File: src/common/cart_pkg.sv
package cart_pkg;

    // Three address bytes in a memory command
    localparam int ram_addr_bits_max = 24;

    localparam int cpu_addr_bits = 15;  // Offset from 0x8000
    localparam int ppu_addr_bits = 14;

    // One request on a RAM channel
    typedef struct packed {
        logic [ram_addr_bits_max-1:0] addr;
        logic                         we;
        logic [7:0]                   wdata;
    } mem_req_t;

    // Host command opcodes
    localparam logic [7:0] op_set_reg   = 8'h01;
    localparam logic [7:0] op_write_mem = 8'h02;
    localparam logic [7:0] op_read_mem  = 8'h03;

    // Mapper register indexes for SET_REG
    localparam logic [7:0] reg_prg_bank  = 8'd0;
    localparam logic [7:0] reg_chr_bank  = 8'd1;
    localparam logic [7:0] reg_mirroring = 8'd2;  // Bit 0 set selects vertical mirroring

    // Mapper configuration as written by the host
    typedef struct packed {
        logic [7:0] prg_bank;
        logic [7:0] chr_bank;
        logic       mirror_vertical;
    } cart_regs_t;

endpackage

File: src/design/bank_mapper.sv
`timescale 1ns/1ps

module bank_mapper #(
    parameter int RAM_ADDR_BITS = 17
) (
    input  logic                                clk,
    input  logic                                async_nreset,
    input  cart_pkg::cart_regs_t                regs,

    input  logic                                cpu_rd,
    input  logic [cart_pkg::cpu_addr_bits-1:0]  cpu_addr,
    input  logic                                ppu_rd,
    input  logic [cart_pkg::ppu_addr_bits-1:0]  ppu_addr,

    output logic [7:0]                          cpu_data,
    output logic                                cpu_data_valid,
    output logic [7:0]                          ppu_data,
    output logic                                ppu_data_valid,
    output logic                                ciram_a10,
    output logic                                ciram_ce,

    output cart_pkg::mem_req_t                  cpu_req,
    output logic                                cpu_req_valid,
    input  logic                                cpu_gnt,
    input  logic [7:0]                          cpu_rdata,
    input  logic                                cpu_rvalid,

    output cart_pkg::mem_req_t                  ppu_req,
    output logic                                ppu_req_valid,
    input  logic                                ppu_gnt,
    input  logic [7:0]                          ppu_rdata,
    input  logic                                ppu_rvalid
);
    import cart_pkg::*;

    // PRG fills the lower half of the RAM in 16 KB banks, CHR the upper half in 8 KB banks
    localparam int prg_bank_bits = RAM_ADDR_BITS - 15;
    localparam int chr_bank_bits = RAM_ADDR_BITS - 14;

    logic [prg_bank_bits-1:0] prg_sel;
    logic [RAM_ADDR_BITS-1:0] cpu_ram_addr;
    logic [RAM_ADDR_BITS-1:0] ppu_ram_addr;
    logic                     ppu_chr_rd;

    assign prg_sel      = cpu_addr[14] ? '1 : regs.prg_bank[prg_bank_bits-1:0];
    assign cpu_ram_addr = {1'b0, prg_sel, cpu_addr[13:0]};
    assign ppu_ram_addr = {1'b1, regs.chr_bank[chr_bank_bits-1:0], ppu_addr[12:0]};
    assign ppu_chr_rd   = ppu_rd & ~ppu_addr[13];  // Nametable reads never reach the RAM

    always_ff @(posedge clk) begin
        if (!async_nreset) begin
            cpu_req_valid <= 1'b0;
            ppu_req_valid <= 1'b0;
        end else begin
            if (cpu_rd) begin
                cpu_req_valid <= 1'b1;
            end else if (cpu_gnt) begin
                cpu_req_valid <= 1'b0;
            end
            if (ppu_chr_rd) begin
                ppu_req_valid <= 1'b1;
            end else if (ppu_gnt) begin
                ppu_req_valid <= 1'b0;
            end
        end
    end

    // Requests stay put until granted
    always_ff @(posedge clk) begin
        if (cpu_rd) begin
            cpu_req <= '{addr: ram_addr_bits_max'(cpu_ram_addr), we: 1'b0, wdata: 8'h00};
        end
        if (ppu_chr_rd) begin
            ppu_req <= '{addr: ram_addr_bits_max'(ppu_ram_addr), we: 1'b0, wdata: 8'h00};
        end
    end

    always_ff @(posedge clk) begin
        if (!async_nreset) begin
            ciram_ce  <= 1'b1;
            ciram_a10 <= 1'b0;
        end else if (ppu_rd) begin
            ciram_ce  <= ~ppu_addr[13];
            ciram_a10 <= regs.mirror_vertical ? ppu_addr[10] : ppu_addr[11];
        end
    end

    always_ff @(posedge clk) begin
        if (!async_nreset) begin
            cpu_data_valid <= 1'b0;
            ppu_data_valid <= 1'b0;
        end else begin
            cpu_data_valid <= cpu_rvalid;
            ppu_data_valid <= ppu_rvalid;
        end
    end

    always_ff @(posedge clk) begin
        if (cpu_rvalid) begin
            cpu_data <= cpu_rdata;
        end
        if (ppu_rvalid) begin
            ppu_data <= ppu_rdata;
        end
    end

endmodule

File: config.mk
export PLATFORM = sky130hd
export DESIGN_NAME = bank_mapper
export DESIGN_NICKNAME = d
export VERILOG_FILES = /design/src/common/cart_pkg.sv /design/src/design/bank_mapper.sv
export SDC_FILE = /design/constraint.sdc
export NUM_CORES = 1
export LEC_CHECK = 0
export BUFFER_PORTS_ARGS = -buffer_cell sky130_fd_sc_hd__buf_2
export CORE_ASPECT_RATIO = 1.5
export CORE_MARGIN = 1
export CORE_UTILIZATION = 30
export DETAILED_ROUTE_END_ITERATION = 8
export GPL_TIMING_DRIVEN = 0
export PLACE_DENSITY = 0.67
export SLEW_MARGIN = 20
export SYNTH_ARGS = -nofsm -noshare
export SYNTH_HDL_FRONTEND = slang
export SYNTH_SLANG_ARGS = --single-unit
File: constraint.sdc
create_clock -name clk -period 1.23 [get_ports clk]
set_input_delay 0.1845 -clock clk [delete_from_list [all_inputs] [get_ports clk]]
set_output_delay 0.1845 -clock clk [all_outputs]
set_load 0.005 [all_outputs]
==> impl_metrics.yaml <==
global_route:
  first_global_vias: 1063
  antenna_found_initial: 0
  grt_pass1_wl_microns: 5130
  overflow: 0
  grt_max_degree: 18
  grtUsageTotal: 0.109
floorplanning:
  die-width_microns: 67.4
  std_cell_rows: 35
  pin_count: 158
  die_h_microns: 100
  core_area_sq_mm: 0.00617
  initial_utilization: 0.312
  die_area_sq_mm: 0.00675
detailed_routing:
  drc: 0
  drtPass1Iterations: 3
  vias: 1223
  routed_via_density: 3.69
  wl_microns: 3750
  drt_iter0_drc: 82
  route.detailed.wl_per_inst_microns: 11.3
  antenna_left: 0
critical_path:
  crit_required_ns: 1.05
  critPathArrivalTime_ns: 0.83
  cp_max_fo: 1
  critPathMaxStageDelay_ns: 0.39
  critPathBufInv: 1
  critPathTopFamily: "flip-flops"
  crit_chain: "buf_2"
  cp-end-kind: "primary output"
  critPathSlowestCell: "edfxtp_1"
  critPathKind: "register to primary output"
  startpoint_type: "register"
sta:
  finalSetupViolations: 0
  fin_crit_sh: 0.827
  worstMarginPinSlew_ns: 0.609
  finalMaxSlewViolations: 0
  holdWs_ns: 0.0516
  max_freq_ghz: 0.983
  period_minus_slack_ns: 1.02
  setup-tns-final_ns: 0
  finalClockSkew_ns: 0
  rsz0062_at_grt: "false"
  finalHoldViolations: 0
  slew_headroom: 0.593
clock_tree:
  ctsResizeCount: 0
  clock-root-buffer: "clkbuf_8"
  cts_hold_repair.buffers: 0
  cts.sinks: 54
  cts_made_buffers: 5
  h-tree-depth: 2
  postCtsSetupBuffers: 0
  clockBufferDepth: 2
  insertion_delay_ns: 0.30
  clkTransAtPathRegs_ns: 0.09
  cts_tree: "built"
synthesis:
  syn_inst: 105
  ys_seq_elements: 54
  synth_cell_type_count: 17
  synth_largest_area_cell: "edfxtp_1"
  synth_top_area_share: 0.749
  avgSynthCellArea_sq_um: 18.3
  syn_area_sq_mm: 0.00193
  synthTopCellsByArea: "edfxtp_1 75%, buf_4 13%, dfxtp_1 6.2%"
  ys_warn_count: 0
  seq_area_frac_synth: 0.811
min_path:
  holdCritPathClass: "primary input to register"
cells_and_area:
  post-route-util: 0.451
  layout.cells.non_filler: 331
  final_common_cell: "buf_2"
  synthToLayoutAreaGrowth_pct: 44.6
  final_cell_mix: "112 x buf_2, 48 x edfxtp_1, 34 x buf_4, 34 x conb_1, 6 x dfxtp_1"
  nFillCells: 591
  n_antenna_cell: 0
  nets: 326
  drive_above_1_share: 0.607
placed_design:
  place.gp.congestion: 0.601
  io_buffer_count: 112
  place_inst: 323
  place_hpwl_microns: 3020
job:
  maxCapViolCount: 0
power_and_ir_drop:
  power_density_mw_per_mm2: 1260
  total_power_w: 0.00351
  peakVddDrop_mv: 0.551
  p_leak_nw: 1.34
status:
  status: "completed"
## kinds of logic after synthesis
family | share of synthesized area
AOI/OAI and AO/OA | 0.0149
other | 0.00390
DFF | 0.811
muxes | 0.00520
buffers and inverters | 0.134
and+or+nand+nor | 0.0305
## final timing paths
path                       from            end  slack, ns  cells after the start
hold / removal          regs[3]    ppu_req[24]       0.05                      1
setup / recovery    ppu_req[12]    ppu_req[12]       0.21                      1
setup reg to reg  cpu_req_valid  cpu_req_valid       0.51                      2
hold reg to reg        ciram_ce       ciram_ce       0.49                      2
## flip-flops by register name, indices dropped and copies added (netlist names)
signal / count
cpu_req: 16
ppu_req: 16
cpu_data: 8
ppu_data: 8
ciram_a10: 1
ciram_ce: 1
cpu_data_valid: 1
cpu_req_valid: 1
ppu_data_valid: 1
ppu_req_valid: 1
## area by class of cell
| class | count | area (sq um) | share of cell area |
|---|---|---|---|
| sequential | 54 | 1560 | 0.561 |
| timing repair buffer | 112 | 561 | 0.201 |
| buffer | 34 | 255 | 0.0916 |
| multi-input combinational | 48 | 225 | 0.0809 |
| tap | 74 | 92.6 | 0.0332 |
| clock buffer | 6 | 72.6 | 0.0261 |
| clock inverter | 2 | 13.8 | 0.00494 |
| inverter | 1 | 3.75 | 0.00135 |
## metrics by stage
step | cell area, sq um | setup WS (ns)
after floorplan | 2050 | 0.163
after detailed placement | 2700 | -0.104
after CTS | 2790 | 0.186
after global placement | 2700 | -0.103
after global routing | 2790 | 0.157
final | 2790 | 0.213
## cell usage after synthesis
library cell / count
nand3_1: 1
or2_1: 2
dfxtp_1: 6
and2_1: 1
a21oi_1: 1
nor2b_1: 1
nand2b_1: 2
conb_1: 2
inv_1: 1
o21a_1: 1
edfxtp_1: 48
mux2i_1: 1
o21ai_1: 1
and2_2: 1
nand2b_2: 1
buf_4: 34
a21boi_2: 1
## report_power, final
part           total, W  internal (W)  leakage (nW)  switching [W]
combinational  0.000395      0.000226         0.781       0.000169
clock          0.000939      0.000402        0.0452       0.000537
sequential      0.00217       0.00214         0.514      0.0000314
## routing by layer
layer,up-vias,wire length [microns],global-route usage
li1,602,-,-
met1,530,1260,0.115
met2,84,1990,0.183
met3,7,408,0.0341
met4,0,93,0.0687
met5,-,0,0
Power figures use the tool's default switching activity.
