$ cat src/common/cart_pkg.sv
package cart_pkg;

    // Three address bytes in a memory command
    localparam int ram_addr_bits_max = 24;

    localparam int cpu_addr_bits = 15;  // Offset from 0x8000
    localparam int ppu_addr_bits = 14;

    // One request on a RAM channel
    typedef struct packed {
        logic [ram_addr_bits_max-1:0] addr;
        logic                         we;
        logic [7:0]                   wdata;
    } mem_req_t;

    // Host command opcodes
    localparam logic [7:0] op_set_reg   = 8'h01;
    localparam logic [7:0] op_write_mem = 8'h02;
    localparam logic [7:0] op_read_mem  = 8'h03;

    // Mapper register indexes for SET_REG
    localparam logic [7:0] reg_prg_bank  = 8'd0;
    localparam logic [7:0] reg_chr_bank  = 8'd1;
    localparam logic [7:0] reg_mirroring = 8'd2;  // Bit 0 set selects vertical mirroring

    // Mapper configuration as written by the host
    typedef struct packed {
        logic [7:0] prg_bank;
        logic [7:0] chr_bank;
        logic       mirror_vertical;
    } cart_regs_t;

endpackage

$ cat src/api/api_decoder.sv
`timescale 1ns/1ps

module api_decoder #(
    parameter int RAM_ADDR_BITS = 17
) (
    input  logic                 clk,
    input  logic                 async_nreset,

    input  logic [7:0]           cmd_data,
    input  logic                 cmd_valid,
    output logic                 cmd_ready,
    output logic [7:0]           resp_data,
    output logic                 resp_valid,
    input  logic                 resp_ready,

    output cart_pkg::cart_regs_t regs,

    output cart_pkg::mem_req_t   api_req,
    output logic                 api_req_valid,
    input  logic                 api_gnt,
    input  logic [7:0]           api_rdata,
    input  logic                 api_rvalid
);
    import cart_pkg::*;

    typedef enum logic [3:0] {
        st_start,
        st_opcode,
        st_index,
        st_value,
        st_addr_h,
        st_addr_m,
        st_addr_l,
        st_count,
        st_wdata,
        st_wreq,
        st_rreq,
        st_rwait,
        st_resp
    } state_t;

    state_t                       state;
    logic                         cmd_fire;
    logic                         is_read;
    logic [7:0]                   index_q;
    logic [7:0]                   wdata_q;
    logic [ram_addr_bits_max-1:0] addr_q;
    logic [RAM_ADDR_BITS-1:0]     cur_addr;
    logic [8:0]                   remaining;  // Bytes left in the transfer, up to 256

    // Header and write data bytes are taken only in the parsing states
    assign cmd_ready = state inside {st_opcode, st_index, st_value, st_addr_h, st_addr_m,
                                     st_addr_l, st_count, st_wdata};
    assign cmd_fire  = cmd_valid & cmd_ready;

    assign cur_addr = addr_q[RAM_ADDR_BITS-1:0];  // Address wraps at the RAM size
    assign api_req  = '{addr: ram_addr_bits_max'(cur_addr), we: ~is_read, wdata: wdata_q};

    always_ff @(posedge clk) begin
        if (!async_nreset) begin
            state         <= st_start;
            regs          <= '0;
            api_req_valid <= 1'b0;
            resp_valid    <= 1'b0;
        end else begin
            case (state)
                st_start: state <= st_opcode;
                st_opcode: begin
                    if (cmd_fire) begin
                        is_read <= (cmd_data == op_read_mem);
                        case (cmd_data)
                            op_set_reg:                state <= st_index;
                            op_write_mem, op_read_mem: state <= st_addr_h;
                            default:                   state <= st_opcode;
                        endcase
                    end
                end
                st_index: begin
                    if (cmd_fire) begin
                        index_q <= cmd_data;
                        state   <= st_value;
                    end
                end
                st_value: begin
                    if (cmd_fire) begin
                        case (index_q)
                            reg_prg_bank:  regs.prg_bank <= cmd_data;
                            reg_chr_bank:  regs.chr_bank <= cmd_data;
                            reg_mirroring: regs.mirror_vertical <= cmd_data[0];
                            default: ;  // Unknown index leaves the mapping alone
                        endcase
                        state <= st_opcode;
                    end
                end
                st_addr_h, st_addr_m, st_addr_l: begin
                    if (cmd_fire) begin
                        addr_q <= {addr_q[15:0], cmd_data};
                        state  <= (state == st_addr_h) ? st_addr_m :
                                  (state == st_addr_m) ? st_addr_l : st_count;
                    end
                end
                st_count: begin
                    if (cmd_fire) begin
                        remaining <= (cmd_data == 8'h00) ? 9'd256 : {1'b0, cmd_data};
                        if (is_read) begin
                            api_req_valid <= 1'b1;
                            state         <= st_rreq;
                        end else begin
                            state <= st_wdata;
                        end
                    end
                end
                st_wdata: begin
                    if (cmd_fire) begin
                        wdata_q       <= cmd_data;
                        api_req_valid <= 1'b1;
                        state         <= st_wreq;
                    end
                end
                st_wreq: begin
                    if (api_gnt) begin
                        api_req_valid          <= 1'b0;
                        addr_q[RAM_ADDR_BITS-1:0] <= cur_addr + 1'b1;
                        remaining              <= remaining - 1'b1;
                        state <= (remaining == 9'd1) ? st_opcode : st_wdata;
                    end
                end
                st_rreq: begin
                    if (api_gnt) begin
                        api_req_valid <= 1'b0;
                        state         <= st_rwait;
                    end
                end
                st_rwait: begin
                    if (api_rvalid) begin
                        resp_data  <= api_rdata;
                        resp_valid <= 1'b1;
                        state      <= st_resp;
                    end
                end
                st_resp: begin
                    // Next request goes out only once the host has taken this byte
                    if (resp_ready) begin
                        resp_valid                <= 1'b0;
                        addr_q[RAM_ADDR_BITS-1:0] <= cur_addr + 1'b1;
                        remaining                 <= remaining - 1'b1;
                        if (remaining == 9'd1) begin
                            state <= st_opcode;
                        end else begin
                            api_req_valid <= 1'b1;
                            state         <= st_rreq;
                        end
                    end
                end
                default: state <= st_opcode;
            endcase
        end
    end

endmodule

$ cat config.mk
export PLATFORM = sky130hd
export DESIGN_NAME = api_decoder
export DESIGN_NICKNAME = d
export VERILOG_FILES = /design/src/common/cart_pkg.sv /design/src/api/api_decoder.sv
export SDC_FILE = /design/constraint.sdc
export NUM_CORES = 1
export LEC_CHECK = 0
export BUFFER_PORTS_ARGS = -buffer_cell sky130_fd_sc_hd__buf_4
export CAP_MARGIN = 10
export CORE_UTILIZATION = 42
export DETAILED_ROUTE_END_ITERATION = 12
export HOLD_SLACK_MARGIN = 0.12
export PLACE_DENSITY = 0.67
export SYNTH_ARGS = -nofsm -noshare
export SYNTH_HDL_FRONTEND = slang
export SYNTH_SLANG_ARGS = --single-unit
$ cat constraint.sdc
create_clock -name clk -period 3.7 [get_ports clk]
set_input_delay 0.37 -clock clk [delete_from_list [all_inputs] [get_ports clk]]
set_output_delay 0.37 -clock clk [all_outputs]
set_load 0.01 [all_outputs]
==> results by group, run 1 <==
Critical path
  – Worst setup path class: reg -> reg
  – Cells traversed along the worst timing path: inv_1 > nand3_1 > o221ai_1 > a21oi_1
  – Crit path max-delay cell type: dfxtp_1
  – Category of the worst setup path launch point: flip-flop
  – Longest individual stage delay on the worst path: 0.75 ns
  – Worst Path Max Fanout: 19
  – WP data arrival: 2.37 ns
  – CP endpoint kind: flip-flop
  – Data required, critical path: 3.67 ns
  – Register-to-register setup slack: 1.30 ns

Route
  – DRT iter0 DRCs: 172
  – Total detailed-routing wirelength: 7.98 mm
  – First-pass DRT Iterations: 5
  – Avg Vias per Cell: 5.34
  – Remaining DRCs: 0
  – Vias: 2813
  – Routed wirelength normalized by instance count: 15.1 µm
  – Antenna Nets Post-Route: 0

Place
  – Placed wire-length estimate: 5.68 mm
  – Final RePlAce weighted congestion: 0.898
  – Post-Place Worst Slack: 1.40 ns
  – Area after detailed placement: 4300 µm²
  – Cell count after placement: 511
  – Port Buffers: 75

Timing
  – Normalized max-slew margin: 31.8%
  – Final period utilization: 65.0%
  – Crit path time final: 2.40 ns
  – Final setup violation count: 0
  – Number of max-slew violations in the final report: 0
  – Setup repair after global routing missed its margin: false
  – Min setup slack post-route: 1.30 ns
  – Fmax: 0.416 GHz
  – Total negative setup slack: 0 ns
  – Actual transition at the worst max-transition pin: 1.02 ns
  – Post-route clock skew: 0.0101 ns
  – Hold Violations, Final: 0

Logic synthesis
  – Synthesized cell area: 3690 µm²
  – Cell types with the largest area share after synthesis: edfxtp_1 (41%), dfxtp_1 (12%), nor2_1 (5.1%)
  – Most used DFF post-synth: edfxtp_1
  – Post-synthesis register bit count: 74
  – Number of enable flip-flop cells after synthesis: 51
  – Most common cell in the synthesized netlist: edfxtp_1
  – Yosys top cell area share: 41.4%
  – Cell types with the highest counts after synthesis: edfxtp_1 (51), nor2_1 (50), a21oi_1 (30)
  – Number of distinct library cell variants in the gate-level netlist after synthesis: 56
  – Cell accounting for the most synthesized area: edfxtp_1
  – Share of synthesized registers carrying an async set or reset: 0%
  – Cell count after synthesis: 343
  – Count of warnings emitted by yosys: 0
  – Portion of the post-synthesis area used by sequential elements: 53.9%
  – Post-Synthesis Mean Instance Area: 10.8 µm²

Run
  – Number of violations of the max-capacitance limit: 0

Floorplanning
  – Chip width: 95.8 µm
  – Number of core rows: 33
  – Initial cell density of the core: 44.1%
  – Io pins: 83
  – Y dimension of the die: 95.8 µm
  – Die ar.: 9180 µm²
  – Floorplan Core Area: 8380 µm²

Clock network
  – Clk Latency, worst-skew pair: 0.35 ns
  – Number of setup buffers added after CTS: 0
  – Maximum buffer depth of the clock tree: 2
  – Post-cts repair resize count: 0
  – CTS root buf: clkbuf_8
  – CTS clk-pin slew, worst paths: 0.08 ns
  – Total of hold buffers inserted after clock tree synthesis: 0
  – CTS sink count: 74
  – H-tree depth: 3
  – CTS tree: yes
  – CTS buffer count: 9

GRT
  – Wire length of the first global-routing pass: 12.6 mm
  – Number of antenna violations at the first check in global routing: 0
  – GR Overflow Total: 0
  – Vias in the first global route: 2543
  – Overall routing resource usage: 18.1%
  – Largest net degree at the start of global routing: 23

Cells and area
  – Share of the core filled with cells: 53.5%
  – Fillers: 747
  – Area growth, synth to finish: 21.3%
  – Proportion of layout cells with a drive suffix above 1: 25.8%
  – Post-route cell area: 4480 µm²
  – Number of nets in the final layout: 442
  – Ant diodes: 0
  – Non-filler instance count after layout: 527

Status
  – Result of the run: complete, no violations

Power and ir drop
  – Power density normalized to cell area: 368 nW/µm²
  – Largest voltage drop on the vdd net: 205 µV
  – Leakage power figure: 1.67 nW

Min path
  – Hold Path Class: in -> reg
[worst paths after layout]
path	end	cells after the start	start
setup / recovery	remaining[8]$_DFFE_PP_	4	state[1]$_SDFFE_PN0P_
setup reg to reg	remaining[8]$_DFFE_PP_	4	state[1]$_SDFFE_PN0P_
hold / removal	resp_data[3]$_DFFE_PP_	1	api_rdata[3]
hold reg to reg	api_req_valid$_SDFFE_PN0P_	2	api_req_valid$_SDFFE_PN0P_
[final cells by class]
cell class | count | area, µm² | share of cell area [%]
Inverter | 10 | 37.5 | 0.837
Tap cell | 105 | 131 | 2.93
Clock inverter | 7 | 57.6 | 1.28
Timing Repair Buffer | 81 | 608 | 13.6
Sequential cell | 74 | 1990 | 44.4
Clock buffer | 9 | 124 | 2.76
Multi-Input combinational cell | 241 | 1530 | 34.2
[per-stage QoR]
stage	hold WS, ns	power (mW)
after floorplan	0.469	1.04
after detailed placement	0.484	1.08
after global placement	0.470	1.08
after CTS	0.182	1.66
after global routing	0.177	1.71
final	0.203	1.65
[cells in the final DEF, fill, tap and decap left out, drive strengths merged, types with 4 or more instances in the layout]
master  synthesis  layout
buf            20      81
edfxtp         51      51
nor2           51      51
a21oi          30      30
dfxtp          23      23
nand2          20      20
xnor2          18      18
mux2i          17      17
inv            10      14
nand3          12      12
nor3           10      10
clkbuf          4       9
o21ai           7       7
conb            1       7
xor2            6       6
and3            6       6
nor2b           6       6
a31oi           5       5
and2            4       4
nor4b           4       4
[report_power, final]
part           switching, mW  total, mW  internal [mW]
sequential            0.0231      0.916          0.893
clock                  0.328      0.581          0.253
combinational         0.0888      0.150         0.0617
total                  0.440       1.65           1.21
[cells by family (layout without fill, tap and decap cells)]
kind of cell / Yosys count / count (layout) / synth area share, %
and+or+nand+nor: 129 / 129 / 19.0
DFF: 74 / 74 / 53.9
AOI/OAI and AO/OA: 60 / 60 / 10.2
buffers and inverters: 34 / 107 / 5.21
xor gates and xnor gates: 24 / 24 / 5.69
muxes: 18 / 18 / 4.91
adders and majority gates: 3 / 3 / 1.02
other: 1 / 7 / 0.101
[per-layer routing]
metal / routed length (µm) / vias to the layer above / track usage (%)
met5: 0 / - / 0
met3: 545 / 7 / 6.00
met2: 3620 / 93 / 25.8
li1: - / 1371 / -
met4: 68 / 0 / 5.35
met1: 3740 / 1342 / 25.9
[sequential cells by signal (all words and copies together), names as in the netlist]
register	flops
regs	17
state	4
resp_valid	1
remaining	9
resp_data	8
addr_q	17
wdata_q	8
api_req_valid	1
index_q	8
is_read	1
[worst max-delay path: cells and delay by family (launching register included)]
family / cells / cell delay (ns)
AOI/OAI and AO/OA: 2 / 0.85
DFF: 1 / 0.75
buffers and inverters: 1 / 0.24
and+or+nand+nor: 1 / 0.19
Power figures use the tool's default switching activity.
==> run 2, diff against run 1 <==
==> constraint.sdc (replaced) <==
create_clock -name clk -period 2.3 [get_ports clk]
set_input_delay 0.23 -clock clk [delete_from_list [all_inputs] [get_ports clk]]
set_output_delay 0.23 -clock clk [all_outputs]
set_load 0.01 [all_outputs]
==> results by group, run 2 (synthesized netlist as in run 1, its figures left out) <==
Status
  – Result of the run: complete, no violations (unchanged)

Clock network
  – CTS root buf: clkbuf_8 (unchanged)
  – Maximum buffer depth of the clock tree: 2 (unchanged)
  – CTS buffer count: 9 (unchanged)
  – Clk Latency, worst-skew pair: 0.35 ns (about the same)
  – Number of setup buffers added after CTS: 0 (unchanged)
  – CTS sink count: 74 (unchanged)
  – CTS tree: yes (unchanged)
  – CTS clk-pin slew, worst paths: 0.09 ns (was 0.08 ns)
  – H-tree depth: 3 (unchanged)

Critical path
  – Worst Path Max Fanout: 15 (was 19)
  – CP endpoint kind: flip-flop (unchanged)
  – Worst setup path class: reg -> reg (unchanged)
  – Startpoint of the most critical register-to-register path: state[0]$_SDFFE_PN0P_ (was state[1]$_SDFFE_PN0P_)
  – Logic depth of the worst register-to-register path: 6 (was 4)
  – Worst R2R End: regs[3]$_SDFFE_PN0P_ (was remaining[8]$_DFFE_PP_)
  – Category of the worst setup path launch point: flip-flop (unchanged)
  – WP data arrival: 2.17 ns (was 2.37 ns)
  – Register-to-register setup slack: 0.34 ns (was 1.30 ns)
  – Data required, critical path: 2.51 ns (was 3.67 ns)

Floorplanning
  – Y dimension of the die: 95.8 µm (unchanged)
  – Io pins: 83 (unchanged)
  – Floorplan Core Area: 8380 µm² (unchanged)
  – Die ar.: 9180 µm² (unchanged)
  – Chip width: 95.8 µm (unchanged)
  – Initial cell density of the core: 44.1% (unchanged)
  – Number of core rows: 33 (unchanged)

GRT
  – Vias in the first global route: 2733 (was 2543)
  – Wire length of the first global-routing pass: 13.3 mm (was 12.6 mm)
  – Overall routing resource usage: 18.9% (was 18.1%)
  – Number of antenna violations at the first check in global routing: 0 (unchanged)
  – Largest net degree at the start of global routing: 24 (was 23)
  – GR Overflow Total: 0 (unchanged)

Place
  – Area after detailed placement: 4340 µm² (was 4300 µm²)
  – Port Buffers: 75 (unchanged)
  – Placed wire-length estimate: 5.84 mm (was 5.68 mm)
  – Final RePlAce weighted congestion: 0.847 (was 0.898)

Min path
  – Count of cells along the worst hold path: 1 (unchanged)
  – Worst hold start: cmd_data[0] (was api_rdata[3])
  – Hold Path Class: in -> reg (unchanged)
  – Worst hold path endpoint: wdata_q[0]$_DFFE_PP_ (was resp_data[3]$_DFFE_PP_)

Cells and area
  – Number of nets in the final layout: 461 (was 442)
  – Ant diodes: 0 (unchanged)
  – Most common library cell in the layout ignoring fill and taps: buf_4 (unchanged)
  – Regs by FF count: addr_q: 17 flops, regs: 17 flops, remaining: 9 flops (unchanged)
  – Post-route cell area: 4660 µm² (was 4480 µm²)
  – Proportion of layout cells with a drive suffix above 1: 25.9% (was 25.8%)
  – Highest-count cells in the layout ignoring fill and taps: buf_4 (86), edfxtp_1 (51), nor2_1 (50) (was buf_4 (81), edfxtp_1 (51), nor2_1 (50))
  – Area growth, synth to finish: 26.2% (was 21.3%)

Timing
  – Fmax: 0.509 GHz (was 0.416 GHz)
  – Normalized max-slew margin: 55.3% (was 31.8%)
  – Number of max-slew violations in the final report: 0 (unchanged)
  – Actual transition at the worst max-transition pin: 0.671 ns (was 1.02 ns)
  – Setup repair after global routing missed its margin: false (unchanged)
  – Total negative setup slack: 0 ns (unchanged)
  – Crit path time final: 1.96 ns (was 2.40 ns)
  – Post-route clock skew: 0.0125 ns (was 0.0101 ns)
  – Final period utilization: 85.4% (was 65.0%)
  – Hold Violations, Final: 0 (unchanged)
  – Final setup violation count: 0 (unchanged)

Run
  – Number of violations of the max-capacitance limit: 0 (unchanged)

Route
  – Vias: 2911 (was 2813)
  – Remaining DRCs: 0 (unchanged)
  – First-pass DRT Iterations: 4 (was 5)
  – DRT iter0 DRCs: 215 (was 172)
  – Avg Vias per Cell: 5.33 (was 5.34)
  – Antenna Nets Post-Route: 0 (unchanged)
  – Total detailed-routing wirelength: 8.15 mm (was 7.98 mm)
  – Routed wirelength normalized by instance count: 14.9 µm (was 15.1 µm)

Power and ir drop
  – Largest voltage drop on the vdd net: 295 µV (was 205 µV)
  – Power density normalized to cell area: 575 nW/µm² (was 368 nW/µm²)
  – Total design power: 2.68 mW (was 1.65 mW)
  – Leakage power figure: 1.75 nW (was 1.67 nW)
==> run 2: metrics by stage <==
step	hold WS, ns	setup slack, ns	instances	utilization [%]
finish	0.147	0.335	546	55.6
global route	0.145	0.0876	546	55.6
CTS	0.138	0.363	546	55.6
detailed placement	0.410	0.382	516	51.8
global placement	0.411	0.414	516	51.8
floorplan	0.329	0.148	349	-
==> run 2: worst max-delay path, cell delays in order (launching register included) <==
cell and delay (ns):
dfxtp_1 0.63, and2_2 0.30, nand4_2 0.15, nor3b_1 0.24, buf_4 0.24, mux2i_1 0.21, nor2_1 0.06
==> run 2: per-layer routing <==
| metal | global-route usage [%] | part of all wire, % | vias up |
|---|---|---|---|
| li1 | - | - | 1415 |
| met1 | 26.6 | 47 | 1396 |
| met2 | 28.9 | 46 | 92 |
| met3 | 3.95 | 5.4 | 8 |
| met4 | 6.72 | 1.2 | 0 |
| met5 | 0 | 0 | - |
==> run 2: timing repair <==
action	4_1_cts	5_1_grt
hold buffers	14	0
endpoints found under the setup margin	0	0
endpoints found under the hold margin	18	0
gates resized for setup	0	0
==> run 2: worst max-delay path by stage <==
stage | start | to | slack [ns] | cells after the start
6_report | state[0]$_SDFFE_PN0P_ | regs[3]$_SDFFE_PN0P_ | 0.34 | 6
3_3_place_gp | state[3]$_SDFFE_PN0P_ | addr_q[13]$_DFFE_PP_ | 0.41 | 6
5_1_grt | state[0]$_SDFFE_PN0P_ | regs[3]$_SDFFE_PN0P_ | 0.09 | 6
3_5_place_dp | state[0]$_SDFFE_PN0P_ | regs[10]$_SDFFE_PN0P_ | 0.38 | 5
2_1_floorplan | state[3]$_SDFFE_PN0P_ | addr_q[0]$_DFFE_PP_ | 0.15 | 6
4_1_cts | state[0]$_SDFFE_PN0P_ | addr_q[5]$_DFFE_PP_ | 0.36 | 6
==> run 2: cell type report <==
type / instances / area (µm²)
repair buffers: 100 / 786
well taps: 105 / 131
multi-input cells: 241 / 1530
flip-flops and latches: 74 / 1990
inverters: 10 / 37.5
clock buffers: 9 / 124
fillers: 740 / 3720
clock inverters: 7 / 58.8
==> run 2: where the power goes <==
part / leakage, nW / internal, mW / switching (mW)
clock network: 0.0887 / 0.409 / 0.529
logic: 1.02 / 0.123 / 0.167
registers: 0.644 / 1.44 / 0.0175
==> run 3, diff against run 2 <==
--- a/config.mk
+++ b/config.mk
@@ -7,10 +7,14 @@
 export LEC_CHECK = 0
 export BUFFER_PORTS_ARGS = -buffer_cell sky130_fd_sc_hd__buf_4
 export CAP_MARGIN = 10
-export CORE_UTILIZATION = 42
+export CELL_PAD_IN_SITES_DETAIL_PLACEMENT = 1
+export CELL_PAD_IN_SITES_GLOBAL_PLACEMENT = 2
+export CORE_UTILIZATION = 34
 export DETAILED_ROUTE_END_ITERATION = 12
 export HOLD_SLACK_MARGIN = 0.12
-export PLACE_DENSITY = 0.67
+export PLACE_DENSITY = 0.81
+export REMOVE_ABC_BUFFERS = 1
+export SETUP_SLACK_MARGIN = 0.15
 export SYNTH_ARGS = -nofsm -noshare
 export SYNTH_HDL_FRONTEND = slang
 export SYNTH_SLANG_ARGS = --single-unit
==> results by group, run 3 (synthesized netlist as in run 1, its figures left out) <==
Route
  – Vias: 2975 (was 2911)
  – Total detailed-routing wirelength: 9.70 mm (was 8.15 mm)
  – First-pass DRT Iterations: 4 (unchanged)
  – Avg Vias per Cell: 5.09 (was 5.33)
  – Routed wirelength normalized by instance count: 16.6 µm (was 14.9 µm)
  – Remaining DRCs: 0 (unchanged)
  – Antenna Nets Post-Route: 0 (unchanged)
  – DRT iter0 DRCs: 101 (was 215)

Critical path
  – Worst setup path class: reg -> reg (unchanged)
  – Longest individual stage delay on the worst path: 0.52 ns (was 0.63 ns)
  – Category of the worst setup path launch point: flip-flop (unchanged)
  – CP endpoint kind: flip-flop (unchanged)
  – Data required, critical path: 2.35 ns (was 2.51 ns)
  – Number of buffer and inverter stages on the critical path: 2 (was 1)
  – Worst Path Max Fanout: 17 (was 15)
  – Crit path max-delay cell type: dfxtp_1 (unchanged)
  – Worst path top cell family by delay: flip-flops (was simple AND/OR/NAND/NOR gates)
  – WP data arrival: 2.06 ns (was 2.17 ns)
  – Cells traversed along the worst timing path: nor2b_1 > buf_4 > nand2_1 > a21oi_1 > a31oi_1 > nor2_1 > buf_12 (was and2_2 > nand4_2 > nor3b_1 > buf_4 > mux2i_1 > nor2_1)

Place
  – Post-Place Worst Slack: 0.248 ns (was 0.382 ns)
  – Placed wire-length estimate: 7.06 mm (was 5.84 mm)
  – Area after detailed placement: 4460 µm² (was 4340 µm²)
  – Port Buffers: 75 (unchanged)
  – Final RePlAce weighted congestion: 0.782 (was 0.847)

Clock network
  – Clk Latency, worst-skew pair: 0.34 ns (was 0.35 ns)
  – Maximum buffer depth of the clock tree: 2 (unchanged)
  – CTS buffer count: 9 (unchanged)
  – CTS tree: yes (unchanged)
  – CTS sink count: 74 (unchanged)
  – CTS root buf: clkbuf_8 (unchanged)
  – Number of setup buffers added after CTS: 0 (unchanged)
  – H-tree depth: 3 (unchanged)
  – CTS clk-pin slew, worst paths: 0.09 ns (about the same)

Timing
  – Crit path time final: 2.01 ns (was 1.96 ns)
  – Setup repair after global routing missed its margin: false (unchanged)
  – Final period utilization: 87.4% (was 85.4%)
  – Normalized max-slew margin: 65.7% (was 55.3%)
  – Post-route clock skew: 0.0114 ns (was 0.0125 ns)
  – Number of max-slew violations in the final report: 0 (unchanged)
  – Hold Violations, Final: 0 (unchanged)
  – Actual transition at the worst max-transition pin: 0.515 ns (was 0.671 ns)
  – Fmax: 0.498 GHz (was 0.509 GHz)
  – Final setup violation count: 0 (unchanged)
  – Min setup slack post-route: 0.290 ns (was 0.335 ns)

Cells and area
  – Ant diodes: 0 (unchanged)
  – Number of nets in the final layout: 468 (was 461)
  – Area growth, synth to finish: 30.2% (was 26.2%)
  – Proportion of layout cells with a drive suffix above 1: 27.9% (was 25.9%)
  – Fillers: 1184 (was 740)
  – Regs by FF count: addr_q: 17 flops, regs: 17 flops, remaining: 9 flops (unchanged)
  – Most common library cell in the layout ignoring fill and taps: buf_4 (unchanged)
  – Highest-count cells in the layout ignoring fill and taps: buf_4 (94), edfxtp_1 (51), nor2_1 (50) (was buf_4 (86), edfxtp_1 (51), nor2_1 (50))
  – Post-route cell area: 4810 µm² (was 4660 µm²)

GRT
  – Vias in the first global route: 3033 (was 2733)
  – Largest net degree at the start of global routing: 22 (was 24)
  – Wire length of the first global-routing pass: 15.8 mm (was 13.3 mm)
  – Number of antenna violations at the first check in global routing: 0 (unchanged)
  – GR Overflow Total: 0 (unchanged)
  – Overall routing resource usage: 18.0% (was 18.9%)

Floorplanning
  – Floorplan Core Area: 10400 µm² (was 8380 µm²)
  – Die ar.: 11300 µm² (was 9180 µm²)
  – Io pins: 83 (unchanged)
  – Y dimension of the die: 106 µm (was 95.8 µm)
  – Chip width: 106 µm (was 95.8 µm)
  – Number of core rows: 37 (was 33)
  – Initial cell density of the core: 35.5% (was 44.1%)

Power and ir drop
  – Power density normalized to cell area: 600 nW/µm² (was 575 nW/µm²)
  – Largest voltage drop on the vdd net: 308 µV (was 295 µV)
  – Leakage power figure: 1.82 nW (was 1.75 nW)

Run
  – Number of violations of the max-capacitance limit: 0 (unchanged)

Status
  – Result of the run: complete, no violations (unchanged)

Min path
  – Hold Path Class: in -> reg (unchanged)
-- run 3: cell count changes in the layout (fill, tap and decap cells not counted), moves of 2 or more --
| cell | delta |
|---|---|
| buf_4 | +8 |
| clkinvlp_4 | -2 |
| dlygate4sd3_1 | -2 |
| inv_6 | -2 |
-- run 3: final cells by class --
| cell class | instances | area [µm²] | area share, % |
|---|---|---|---|
| clock buffers | 11 | 163 | 3.38 |
| clock inverters | 5 | 58.8 | 1.22 |
| inverters | 10 | 37.5 | 0.780 |
| multi-input cells | 241 | 1540 | 32.1 |
| flip-flops and latches | 74 | 1990 | 41.4 |
| well taps | 136 | 170 | 3.54 |
| repair buffers | 107 | 846 | 17.6 |
-- run 3: worst reg2reg max path, stage by stage (launching register included) --
cell and delay, ns:
dfxtp_1 0.52, nor2b_1 0.22, buf_4 0.16, nand2_1 0.07
a21oi_1 0.24, a31oi_1 0.09, nor2_1 0.21, buf_12 0.20
-- run 3: final timing paths --
path,endpoint,cells past startpoint,from,slack (ns)
setup / recovery,addr_q[2]$_DFFE_PP_,7,state[3]$_SDFFE_PN0P_,0.29
hold / removal,wdata_q[7]$_DFFE_PP_,1,cmd_data[7],0.14
setup reg to reg,addr_q[2]$_DFFE_PP_,7,state[3]$_SDFFE_PN0P_,0.29
hold reg to reg,api_req_valid$_SDFFE_PN0P_,2,api_req_valid$_SDFFE_PN0P_,0.49
-- run 3: report_power, final --
group / internal [mW] / switching [mW] / total (mW)
registers: 1.44 / 0.0199 / 1.46
logic: 0.133 / 0.181 / 0.315
clock network: 0.600 / 0.516 / 1.12
-- run 3: per-layer routing --
metal	vias up	track usage [%]	wire [µm]
met5	-	0	0
met4	0	5.06	72
met3	7	3.37	431
met2	74	29.6	4670
met1	1467	24.2	4530
li1	1427	-	-
-- run 3: stage by stage --
step	hold WS [ns]	std cells	utilization (%)	total power, mW	TNS [ns]
after floorplan	0.329	325	-	1.64	-1.90
after global placement	0.408	556	42.8	1.77	0
after detailed placement	0.411	556	42.8	1.78	0
after CTS	0.123	583	46.0	2.91	0
after global routing	0.129	584	46.2	3.00	0
final	0.135	584	46.2	2.89	0
-- run 3: repair_timing --
action,in CTS,in global routing
hold buffers,11,1
endpoints found under the hold margin,13,1
resized for setup,0,2
setup endpoints to repair,0,10
